<file path="src/design/dino_pkg.sv">
package dino_pkg;

    // Horizontal timing in pixel clocks
    localparam int h_active = 1280;
    localparam int h_front  = 32;
    localparam int h_sync   = 192;
    localparam int h_back   = 96;

    // Vertical timing in lines
    localparam int v_active = 480;
    localparam int v_front  = 10;
    localparam int v_sync   = 2;
    localparam int v_back   = 33;

    // Background band limits
    localparam int ground_line_row = 280;
    localparam int dark_ground_row = 300;

    // Cycles of daylight after reset
    localparam int night_cycles_default = 100_000_000;

    typedef logic [10:0] coord_t;

    typedef struct packed {
        logic [7:0] r;
        logic [7:0] g;
        logic [7:0] b;
    } rgb_t;

    localparam rgb_t sky_day      = {8'd135, 8'd206, 8'd235};
    localparam rgb_t sky_night    = {8'd10,  8'd10,  8'd40};
    localparam rgb_t ground_light = {8'd139, 8'd69,  8'd19};
    localparam rgb_t ground_dark  = {8'd100, 8'd40,  8'd10};
    localparam rgb_t line_color   = {8'd0,   8'd0,   8'd0};
    localparam rgb_t dino_color   = {8'd83,  8'd83,  8'd83};
    localparam rgb_t digit_color  = {8'd0,   8'd0,   8'd0};

    localparam int sprite_size = 16;

    // One row per entry, MSB is the leftmost pixel, 1 is opaque
    localparam logic [0:15][15:0] dino_mask = {
        16'h01FE, 16'h037F, 16'h03FF, 16'h03FF,
        16'h03E0, 16'h03FC, 16'h87C0, 16'h8FF0,
        16'hDFD0, 16'hFFC0, 16'h7FC0, 16'h3F80,
        16'h1F00, 16'h1980, 16'h1080, 16'h18C0
    };

    // 8x8 digit glyphs, top row in the high byte
    localparam logic [0:9][0:7][7:0] font_rom = {
        64'h3C666E7E76663C00,
        64'h1818381818187E00,
        64'h3C66061C30667E00,
        64'h3C66061C06663C00,
        64'h0C1C2C4C7E0C0C00,
        64'h7E607C0606663C00,
        64'h3C66607C66663C00,
        64'h7E060C1830303000,
        64'h3C66663C66663C00,
        64'h3C66663E06663C00
    };

    // Write data seen as a coordinate or as a score digit
    typedef union packed {
        struct packed {
            logic [20:0] unused;
            coord_t      pos;
        } coord_view;
        struct packed {
            logic [27:0] unused;
            logic [3:0]  digit;
        } score_view;
    } bus_word_u;

    typedef enum logic [2:0] {
        addr_dino_x  = 3'd0,
        addr_dino_y  = 3'd1,
        addr_score   = 3'd2,
        addr_score_x = 3'd3,
        addr_score_y = 3'd4
    } reg_addr_t;

endpackage

</file>
<file path="src/design/vga_timing.sv">
`timescale 1ns/1ps

module vga_timing #(
    parameter int H_ACTIVE = dino_pkg::h_active,
    parameter int H_FRONT  = dino_pkg::h_front,
    parameter int H_SYNC   = dino_pkg::h_sync,
    parameter int H_BACK   = dino_pkg::h_back,
    parameter int V_ACTIVE = dino_pkg::v_active,
    parameter int V_FRONT  = dino_pkg::v_front,
    parameter int V_SYNC   = dino_pkg::v_sync,
    parameter int V_BACK   = dino_pkg::v_back
) (
    input  logic            clk,
    input  logic            reset,
    output dino_pkg::coord_t hcount,
    output dino_pkg::coord_t vcount,
    output logic            active,
    output logic            hsync_n,
    output logic            vsync_n
);

    localparam int H_TOTAL = H_ACTIVE + H_FRONT + H_SYNC + H_BACK;
    localparam int V_TOTAL = V_ACTIVE + V_FRONT + V_SYNC + V_BACK;

    logic end_of_line;
    logic end_of_frame;

    assign end_of_line  = (hcount == H_TOTAL - 1);
    assign end_of_frame = (vcount == V_TOTAL - 1);

    always_ff @(posedge clk or posedge reset) begin
        if (reset) begin
            hcount <= '0;
            vcount <= '0;
        end else begin
            if (end_of_line) begin
                hcount <= '0;
                // Line counter moves once per line
                vcount <= end_of_frame ? '0 : vcount + 1'b1;
            end else begin
                hcount <= hcount + 1'b1;
            end
        end
    end

    // Sync pulses sit between front and back porch, low while asserted
    assign hsync_n = !((hcount >= H_ACTIVE + H_FRONT) &&
                       (hcount <  H_ACTIVE + H_FRONT + H_SYNC));
    assign vsync_n = !((vcount >= V_ACTIVE + V_FRONT) &&
                       (vcount <  V_ACTIVE + V_FRONT + V_SYNC));
    assign active  = (hcount < H_ACTIVE) && (vcount < V_ACTIVE);

endmodule

</file>
<file path="src/design/reg_decode.sv">
`timescale 1ns/1ps

module reg_decode (
    input  logic                clk,
    input  logic                reset,
    input  logic                chipselect,
    input  logic                write,
    input  dino_pkg::reg_addr_t address,
    input  dino_pkg::bus_word_u writedata,
    output dino_pkg::coord_t    dino_x,
    output dino_pkg::coord_t    dino_y,
    output logic [3:0]          score_digit,
    output dino_pkg::coord_t    score_x,
    output dino_pkg::coord_t    score_y
);

    import dino_pkg::*;

    logic wr_en;

    assign wr_en = chipselect && write;

    always_ff @(posedge clk or posedge reset) begin
        if (reset) begin
            dino_x      <= 11'd100;
            dino_y      <= 11'd100;
            score_digit <= 4'd0;
            score_x     <= 11'd25;
            score_y     <= 11'd41;
        end else if (wr_en) begin
            // The address also selects how the word is read
            case (address)
                addr_dino_x: begin
                    dino_x <= writedata.coord_view.pos;
                end
                addr_dino_y: begin
                    dino_y <= writedata.coord_view.pos;
                end
                addr_score: begin
                    score_digit <= writedata.score_view.digit;
                end
                addr_score_x: begin
                    score_x <= writedata.coord_view.pos;
                end
                addr_score_y: begin
                    score_y <= writedata.coord_view.pos;
                end
                // Addresses 5 to 7 have no register behind them
                default: begin
                end
            endcase
        end
    end

endmodule

</file>
<file path="src/design/pixel_compose.sv">
`timescale 1ns/1ps

module pixel_compose #(
    parameter int NIGHT_CYCLES = dino_pkg::night_cycles_default
) (
    input  logic             clk,
    input  logic             reset,
    input  dino_pkg::coord_t hcount,
    input  dino_pkg::coord_t vcount,
    input  dino_pkg::coord_t dino_x,
    input  dino_pkg::coord_t dino_y,
    input  logic [3:0]       score_digit,
    input  dino_pkg::coord_t score_x,
    input  dino_pkg::coord_t score_y,
    output dino_pkg::rgb_t   pixel_color
);

    import dino_pkg::*;

    // Wide enough to hold NIGHT_CYCLES itself
    localparam int TIMER_W = $clog2(NIGHT_CYCLES + 2);

    logic [TIMER_W-1:0] night_timer;
    logic               night;

    coord_t dx;
    coord_t dy;
    coord_t sx;
    coord_t sy;
    logic   in_dino;
    logic   in_digit;
    rgb_t   next_color;

    // Day/night timer stops once it reaches the limit
    assign night = (night_timer == TIMER_W'(NIGHT_CYCLES));

    always_ff @(posedge clk or posedge reset) begin
        if (reset) begin
            night_timer <= '0;
        end else if (!night) begin
            night_timer <= night_timer + 1'b1;
        end
    end

    // Offsets into the sprite and digit boxes
    assign dx = hcount - dino_x;
    assign dy = vcount - dino_y;
    assign sx = hcount - score_x;
    assign sy = vcount - score_y;

    // The lower bound check keeps the offsets from wrapping
    assign in_dino  = (hcount >= dino_x) && (dx < sprite_size) &&
                      (vcount >= dino_y) && (dy < sprite_size);
    assign in_digit = (hcount >= score_x) && (sx < 8) &&
                      (vcount >= score_y) && (sy < 8);

    always_comb begin
        // Background bands
        if (vcount < ground_line_row) begin
            next_color = night ? sky_night : sky_day;
        end else if (vcount == ground_line_row) begin
            next_color = line_color;
        end else if (vcount <= dark_ground_row) begin
            next_color = ground_light;
        end else begin
            next_color = ground_dark;
        end

        // Inverted column offset picks the bit, MSB on the left
        if (in_dino && dino_mask[dy[3:0]][~dx[3:0]]) begin
            next_color = dino_color;
        end

        // Score digit goes last, codes above 9 are blank
        if (in_digit && (score_digit < 4'd10)) begin
            if (font_rom[score_digit][sy[2:0]][~sx[2:0]]) begin
                next_color = digit_color;
            end
        end
    end

    always_ff @(posedge clk) begin
        pixel_color <= next_color;
    end

endmodule

</file>
<file path="src/design/pixel_output.sv">
`timescale 1ns/1ps

module pixel_output (
    input  logic           clk,
    input  logic           reset,
    input  dino_pkg::rgb_t pixel_color,
    input  logic           active,
    input  logic           hsync_n,
    input  logic           vsync_n,
    input  logic           pixel_phase,
    output logic [7:0]     VGA_R,
    output logic [7:0]     VGA_G,
    output logic [7:0]     VGA_B,
    output logic           VGA_HS,
    output logic           VGA_VS,
    output logic           VGA_BLANK_n,
    output logic           VGA_SYNC_n,
    output logic           VGA_CLK
);

    // First delay stage, level with pixel_color
    logic active_d1;
    logic hsync_n_d1;
    logic vsync_n_d1;
    logic phase_d1;

    always_ff @(posedge clk or posedge reset) begin
        if (reset) begin
            active_d1   <= 1'b0;
            hsync_n_d1  <= 1'b1;
            vsync_n_d1  <= 1'b1;
            phase_d1    <= 1'b0;
            VGA_BLANK_n <= 1'b0;
            VGA_HS      <= 1'b1;
            VGA_VS      <= 1'b1;
            VGA_CLK     <= 1'b0;
            VGA_R       <= 8'd0;
            VGA_G       <= 8'd0;
            VGA_B       <= 8'd0;
        end else begin
            active_d1   <= active;
            hsync_n_d1  <= hsync_n;
            vsync_n_d1  <= vsync_n;
            phase_d1    <= pixel_phase;
            VGA_BLANK_n <= active_d1;
            VGA_HS      <= hsync_n_d1;
            VGA_VS      <= vsync_n_d1;
            VGA_CLK     <= phase_d1;
            // Black outside the visible window
            VGA_R       <= active_d1 ? pixel_color.r : 8'd0;
            VGA_G       <= active_d1 ? pixel_color.g : 8'd0;
            VGA_B       <= active_d1 ? pixel_color.b : 8'd0;
        end
    end

    assign VGA_SYNC_n = 1'b0;

endmodule

</file>
<file path="src/design/dino_display_top.sv">
`timescale 1ns/1ps

module dino_display_top #(
    parameter int H_ACTIVE     = dino_pkg::h_active,
    parameter int H_FRONT      = dino_pkg::h_front,
    parameter int H_SYNC       = dino_pkg::h_sync,
    parameter int H_BACK       = dino_pkg::h_back,
    parameter int V_ACTIVE     = dino_pkg::v_active,
    parameter int V_FRONT      = dino_pkg::v_front,
    parameter int V_SYNC       = dino_pkg::v_sync,
    parameter int V_BACK       = dino_pkg::v_back,
    parameter int NIGHT_CYCLES = dino_pkg::night_cycles_default
) (
    input  logic                clk,
    input  logic                reset,
    input  dino_pkg::bus_word_u writedata,
    input  logic                write,
    input  logic                chipselect,
    input  dino_pkg::reg_addr_t address,
    output logic [7:0]          VGA_R,
    output logic [7:0]          VGA_G,
    output logic [7:0]          VGA_B,
    output logic                VGA_CLK,
    output logic                VGA_HS,
    output logic                VGA_VS,
    output logic                VGA_BLANK_n,
    output logic                VGA_SYNC_n
);

    import dino_pkg::*;

    coord_t     hcount;
    coord_t     vcount;
    logic       active;
    logic       hsync_n;
    logic       vsync_n;
    coord_t     dino_x;
    coord_t     dino_y;
    logic [3:0] score_digit;
    coord_t     score_x;
    coord_t     score_y;
    rgb_t       pixel_color;

    vga_timing #(
        .H_ACTIVE (H_ACTIVE),
        .H_FRONT  (H_FRONT),
        .H_SYNC   (H_SYNC),
        .H_BACK   (H_BACK),
        .V_ACTIVE (V_ACTIVE),
        .V_FRONT  (V_FRONT),
        .V_SYNC   (V_SYNC),
        .V_BACK   (V_BACK)
    ) u_vga_timing (
        .clk     (clk),
        .reset   (reset),
        .hcount  (hcount),
        .vcount  (vcount),
        .active  (active),
        .hsync_n (hsync_n),
        .vsync_n (vsync_n)
    );

    reg_decode u_reg_decode (
        .clk         (clk),
        .reset       (reset),
        .chipselect  (chipselect),
        .write       (write),
        .address     (address),
        .writedata   (writedata),
        .dino_x      (dino_x),
        .dino_y      (dino_y),
        .score_digit (score_digit),
        .score_x     (score_x),
        .score_y     (score_y)
    );

    pixel_compose #(
        .NIGHT_CYCLES (NIGHT_CYCLES)
    ) u_pixel_compose (
        .clk         (clk),
        .reset       (reset),
        .hcount      (hcount),
        .vcount      (vcount),
        .dino_x      (dino_x),
        .dino_y      (dino_y),
        .score_digit (score_digit),
        .score_x     (score_x),
        .score_y     (score_y),
        .pixel_color (pixel_color)
    );

    // Bit 0 of hcount becomes the pixel clock output
    pixel_output u_pixel_output (
        .clk         (clk),
        .reset       (reset),
        .pixel_color (pixel_color),
        .active      (active),
        .hsync_n     (hsync_n),
        .vsync_n     (vsync_n),
        .pixel_phase (hcount[0]),
        .VGA_R       (VGA_R),
        .VGA_G       (VGA_G),
        .VGA_B       (VGA_B),
        .VGA_HS      (VGA_HS),
        .VGA_VS      (VGA_VS),
        .VGA_BLANK_n (VGA_BLANK_n),
        .VGA_SYNC_n  (VGA_SYNC_n),
        .VGA_CLK     (VGA_CLK)
    );

endmodule

</file>
<file path="config.mk">
export PLATFORM = sky130hd
export DESIGN_NAME = dino_display_top
export DESIGN_NICKNAME = d
export VERILOG_FILES = /design/src/design/dino_pkg.sv /design/src/design/vga_timing.sv /design/src/design/reg_decode.sv /design/src/design/pixel_compose.sv /design/src/design/pixel_output.sv /design/src/design/dino_display_top.sv
export SDC_FILE = /design/constraint.sdc
export NUM_CORES = 1
export LEC_CHECK = 0
export BUFFER_PORTS_ARGS = -buffer_cell sky130_fd_sc_hd__buf_2
export CAP_MARGIN = 20
export CELL_PAD_IN_SITES_DETAIL_PLACEMENT = 0
export CELL_PAD_IN_SITES_GLOBAL_PLACEMENT = 1
export CORE_UTILIZATION = 51
export DETAILED_ROUTE_END_ITERATION = 8
export MAX_ROUTING_LAYER = met4
export PLACE_DENSITY_LB_ADDON = 0.1
export SLEW_MARGIN = 20
export SYNTH_ARGS = -nofsm -noshare
export SYNTH_HDL_FRONTEND = slang
export SYNTH_SLANG_ARGS = --single-unit
export TNS_END_PERCENT = 20
</file>
<file path="constraint.sdc">
create_clock -name clk -period 13.55 [get_ports clk]
set_clock_uncertainty 0.15 [all_clocks]
set_input_delay 3.3875 -clock clk [delete_from_list [all_inputs] [get_ports clk]]
set_output_delay 3.3875 -clock clk [all_outputs]
set_load 0.01 [all_outputs]
</file>
Word level (Yosys, flattened, before mapping)
Memories as Yosys holds them, arrays and structs flattened.
Index checks and enable logic that the tools add are counted.
{ "word_totals": {"n_memories": 2, "regBits": 153, "elab_cells": 109, "rom_bits": 1280, "input_bits": 39} }
{ "classes": {"order_cmp": 22, "mux": 23, "reduce_logical": 20, "n_addsub": 7, "bitwise": 5, "eq_ne": 8} }
{ "mem_list": {"columns": ["memory", "words", "word_bits", "rd", "rd_clocked_by_memory_dff", "write_ports", "line_no", "rtl"], "rows": [
  ["(name not given)", 16, 64, 1, 0, 0, "pixel_compose.sv:76", "if (font_rom[score_digit][sy[2:0]][~sx[2:0]]) begin"],
  ["(name not given)", 16, 16, 1, 0, 0, "pixel_compose.sv:70", "if (in_dino && dino_mask[dy[3:0]][~dx[3:0]]) begin"]
]} }
{ "op_table": {"columns": ["operator", "n"], "rows": [
  ["$mux 24", 7],
  ["$mux 64", 2],
  ["$ge 11x11->1", 4],
  ["$sub 11x11->11", 4],
  ["$mux 8", 5],
  ["$lt 11x9->1 const B", 3],
  ["$mux 16", 2],
  ["$add 27x1->27 const B", 1],
  ["$eq 27x27->1 const B", 1],
  ["$bmux 8 s3", 1],
  ["$add 11x1->11 const B", 2],
  ["$lt 11x11->1 const B", 2],
  ["$lt 11x4->1 const B", 2],
  ["$lt 11x5->1 const B", 2],
  ["$mux 11", 2],
  ["$logic_and 1x1->1", 12],
  ["$eq 11x10->1 const B", 1],
  ["$eq 11x11->1 const B", 1],
  ["$eq 11x9->1 const B", 1],
  ["$ge 11x11->1 const B", 1],
  ["$ge 11x9->1 const B", 1],
  ["$le 11x9->1 const B", 1],
  ["$ge 5x5->1 const B", 2],
  ["$not 4->5", 2],
  ["16 further kinds", 23]
]} }

Logic depth before layout (Yosys ltp)
{ "logic_depth": {"word_depth": 11, "mapped_depth": 13, "mapped_depth_nobuf": 12} }

By module
Synthesis repeated with hierarchy kept, for this count alone.
{ "hier_totals": {"cells_unflattened": 1004, "hier_area_um2": 9628.0} }
{ "by_module_without_submodules": {"columns": ["mod", "area_per_inst_um2", "n_inst", "seq_area_each_um2", "cells_per_inst"], "rows": [
  ["pixel_compose", 5431.5, 1, 975.9, 712],
  ["reg_decode", 1890.6, 1, 1216.2, 108],
  ["vga_timing", 1290.0, 1, 550.5, 123],
  ["pixel_output", 1016.0, 1, 805.8, 61]
]} }

Worst setup path before layout
No wires, ideal clock.
{ "synth_path": {"path_kind": "input port to flip-flop", "from": "input chipselect", "to": "register u_reg_decode.score_digit[3]", "path_slack_ps": 8816, "cell_stages": 3, "arrival_time_ps": 4459, "n_path_buf": 0, "t_required_ps": 13275, "cell_sequence": "nand2_1 -> nor4b_1 -> mux2_2"} }
{ "synth_via": {"elab_chain_cells": 2} }
{ "synth_lines": {"columns": ["element", "line_no", "rtl"], "rows": [
  ["start: declaration", "dino_display_top.sv:18", "input logic chipselect,"],
  ["$logic_and 1x1->1", "reg_decode.sv:21", "assign wr_en = chipselect && write;"],
  ["$reduce_and 2->1 (no line)", null, null],
  ["end signal: assignment", "reg_decode.sv:40", "score_digit <= writedata.score_view.digit;"],
  ["end: declaration", "reg_decode.sv:12", "output logic [3:0] score_digit,"]
]} }
No other way between the ends.
A chain may end at the register's enable or synchronous reset.

Worst setup path in the final report
{ "layout_path": {"from": "input address[1]", "to": "register u_reg_decode.score_y[7]"} }
{ "layout_via": {"elab_chain_cells": 2} }
{ "layout_lines": {"columns": ["element", "line_no", "rtl"], "rows": [
  ["start: declaration", "dino_display_top.sv:19", "input dino_pkg::reg_addr_t address,"],
  ["$eq 3x3->1", "reg_decode.sv:32", "case (address)"],
  ["$reduce_and 2->1 (no line)", null, null],
  ["end signal: assignment", "reg_decode.sv:46", "score_y <= writedata.coord_view.pos;"],
  ["end: declaration", "reg_decode.sv:14", "output dino_pkg::coord_t score_y"]
]} }
No other way between the ends.

==> results.py <==
metrics = {
    "floorplanning": {
        "dieHeight_um": 132,
        "ios": 68,
        "core_mm2": 0.0165,
        "start_util_pct": 52.0,
        "fp-row-count": 47,
        "dieArea_mm2": 0.0174,
        "die_w_um": 132,
    },
    "synthesis": {
        "syn_inst": 930,
        "synth-edff-count": 0,
        "seq_area_frac_synth_pct": 38.7,
        "postSynth.asyncResetShare_pct": 88.9,
        "syn_area_mm2": 0.00860,
        "yosysTopAreaCellShare_pct": 30.3,
        "netlist-cell-type-count": 75,
        "yosysMostFrequentCell": "dfrtp_1",
        "synth_common_cells": "dfrtp_1, inv_1, nand2_1",
        "ys.warnings.count": 0,
        "ys_seq_elements": 135,
        "yosys.area.top_type": "dfrtp_1",
        "synth-main-ff-cell": "dfrtp_1",
        "synth.avg_cell_area_um2": 9.24,
        "ys_top_cells_by_area": "dfrtp_1, ha_1, mux2_2",
    },
    "clocking": {
        "htreeDepth": 4,
        "holdBufCountCts": 0,
        "numCtsBuffers": 17,
        "cts.sinks": 135,
        "clock_latency_ns": 0.43,
        "postCtsSetupRepairBufs": 0,
        "clockBufferDepth": 2,
        "cts_tree": "built",
        "clockRootBuffer": "clkbuf_16",
        "post_cts_resized": 0,
        "cts.clk_slew.worst_paths_ns": 0.06,
    },
    "timing": {
        "post-route-period-util_pct": 34.3,
        "final_hold_viol_count": 0,
        "rsz0062_at_grt": "false",
        "relSlewSlack_pct": 26.2,
        "finalSetupViolations": 0,
        "max_freq_ghz": 0.215,
        "setup-tns-final_ns": 0,
        "worst_pin_slew_ns": 1.10,
        "post-route-min-period_ns": 4.65,
        "drv_slew": 0,
    },
    "setup_path": {
        "critPathSlowestCell": "nand4_1",
        "r2r-end": "u_pixel_compose.pixel_color[1]",
        "start_kind": "input port",
        "crit_path_start": "address[1]",
        "endpoint": "u_reg_decode.score_y[7]",
        "r2r_cells": 12,
        "path_cells": "buf_2, nor2_1, nand4_1, mux2_2",
        "crit_fanout": 11,
        "r2r_start": "u_vga_timing.vcount[0]",
        "critical_path_required_ns": 13.70,
        "end_kind": "flop",
        "critPathKind": "in2reg",
        "critPathMaxStageDelay_ns": 0.63,
        "r2r_slack_ns": 9.61,
        "worstPathArrival_ns": 4.81,
    },
    "routing": {
        "dr_total_vias": 6956,
        "wl_um": 20900,
        "drtIter0Drc": 453,
        "first_pass_iters": 5,
        "wl_per_cell_um": 17.5,
        "postRouteAntennaNets": 0,
        "drc": 0,
        "avgViaCountPerCell": 5.82,
    },
    "final_layout": {
        "area_growth_pct": 10.7,
        "utilization_pct": 57.6,
        "fin_cells": 1195,
        "antennaDiodeCount": 0,
        "fillers": 1485,
        "ff_latch_area_mm2": 0.00332,
        "drive_above_1_share_pct": 16.5,
        "finalInstanceArea_mm2": 0.00952,
        "nets": 1062,
        "multiInputGateArea_mm2": 0.00482,
    },
    "pwr": {
        "leakagePower_nw": 4.22,
        "power_density_mw_per_mm2": 143,
        "worst_ir_drop_vdd_v": 0.0000963,
        "finalPower_mw": 1.36,
    },
    "placement": {
        "gp_congestion": 0.937,
        "port_buffers": 44,
        "dpl_cell_area_mm2": 0.00892,
        "dp_cells": 1163,
        "hpwlAfterDp_um": 15700,
    },
    "global_routing": {
        "antenna_found_initial": 0,
        "grt-ovfl-total": 0,
        "first_global_vias": 6803,
        "grt_pass1_wl_um": 34700,
        "grtUsageTotal_pct": 26.3,
        "grt_max_degree": 63,
    },
    "hold_path": {
        "min_path_type": "reg2reg",
    },
    "run": {
        "maxCapViolCount": 0,
    },
    "outcome": {
        "run_status": "complete, no violations",
    },
}
## cells by family after synthesis
| group | Yosys count | synth area share, % |
|---|---|---|
| AND/OR/NAND/NOR | 324 | 20.0 |
| AO/OA/AOI/OAI | 202 | 15.2 |
| flip-flops | 135 | 38.7 |
| buffers and inverters | 108 | 5.44 |
| adder cells (fa/ha/maj) | 61 | 9.23 |
| XOR/XNOR | 50 | 5.09 |
| multiplexers | 49 | 6.36 |
| other | 1 | 0.0436 |
## how the worst min path moves through the flow
| stage | slack (ns) | start | cells after the start | to |
|---|---|---|---|---|
| after CTS | 0.21 | u_pixel_output.hsync_n_d1 | 0 | u_pixel_output.VGA_HS |
| final | 0.21 | u_pixel_output.hsync_n_d1 | 0 | u_pixel_output.VGA_HS |
| after detailed placement | 0.20 | u_pixel_output.hsync_n_d1 | 0 | u_pixel_output.VGA_HS |
| after global routing | 0.21 | u_pixel_output.hsync_n_d1 | 0 | u_pixel_output.VGA_HS |
| after floorplan | 0.18 | u_pixel_output.phase_d1 | 0 | u_pixel_output.VGA_CLK |
| after global placement | 0.19 | u_pixel_output.phase_d1 | 0 | u_pixel_output.VGA_CLK |
## where the power goes
part           switching (mW)  total [mW]  internal, mW  leakage [nW]
clock                   0.194       0.454         0.260         0.278
combinational           0.259       0.438         0.179          2.36
sequential             0.0251       0.467         0.442          1.58
## area by class of cell
class | count | share of cell area [%]
timing repair buffer | 46 | 2.47
clock inverter | 15 | 1.64
multi-input combinational | 688 | 50.7
tap | 220 | 2.89
clock buffer | 17 | 4.47
inverter | 74 | 2.94
sequential | 135 | 34.9
## registers in the layout, summed over array words and instances, names as in the netlist, 4 cells and up
register,flops
u_pixel_compose.night_timer,27
u_pixel_compose.pixel_color,15
u_reg_decode.dino_x,11
u_reg_decode.dino_y,11
u_reg_decode.score_x,11
u_reg_decode.score_y,11
u_vga_timing.hcount,11
u_vga_timing.vcount,11
u_pixel_output.VGA_R,7
u_pixel_output.VGA_B,4
u_pixel_output.VGA_G,4
u_reg_decode.score_digit,4
## critical path: cells and delay by family
kind                   cells  cell delay (ns)
buffers and inverters      1             0.12
muxes                      1             0.53
and+or+nand+nor            2             0.77
## routing by layer
layer	vias to the layer above	GRT usage, %	wire (µm)
li1	3376	-	-
met1	3351	33.7	9650
met2	192	40.8	9800
met3	37	5.92	953
met4	0	9.56	533
met5	-	-	0
## layout by cell type, fill, tap and decap left out, types with 10 or more instances in the layout
| cell | netlist | routed |
|---|---|---|
| nand2b_1 | 21 | 21 |
| ha_1 | 57 | 57 |
| and3_1 | 11 | 11 |
| nor4_1 | 15 | 15 |
| nor2_1 | 62 | 62 |
| nor2b_1 | 13 | 13 |
| a211oi_1 | 14 | 14 |
| xor2_1 | 19 | 19 |
| inv_1 | 74 | 73 |
| nand3_1 | 29 | 29 |
| and2_1 | 19 | 19 |
| o21ai_0 | 60 | 60 |
| dfrtp_1 | 104 | 104 |
| nand4_1 | 16 | 16 |
| nand2_1 | 72 | 72 |
| nor3_1 | 19 | 19 |
| dfxtp_1 | 15 | 15 |
| a31oi_1 | 10 | 10 |
| a21oi_1 | 46 | 46 |
| buf_2 | 5 | 44 |
| mux2_2 | 41 | 41 |
| dfstp_2 | 16 | 16 |
| xnor2_1 | 31 | 31 |
| clkbuf_16 | 0 | 17 |
## per-stage QoR
| stage | hold WS, ns | setup slack (ns) |
|---|---|---|
| 2_1_floorplan | 0.181 | 6.85 |
| 3_3_place_gp | 0.194 | 8.47 |
| 3_5_place_dp | 0.199 | 8.43 |
| 4_1_cts | 0.208 | 8.88 |
| 5_1_grt | 0.213 | 8.76 |
| 6_report | 0.206 | 8.90 |
Power figures use the tool's default switching activity.
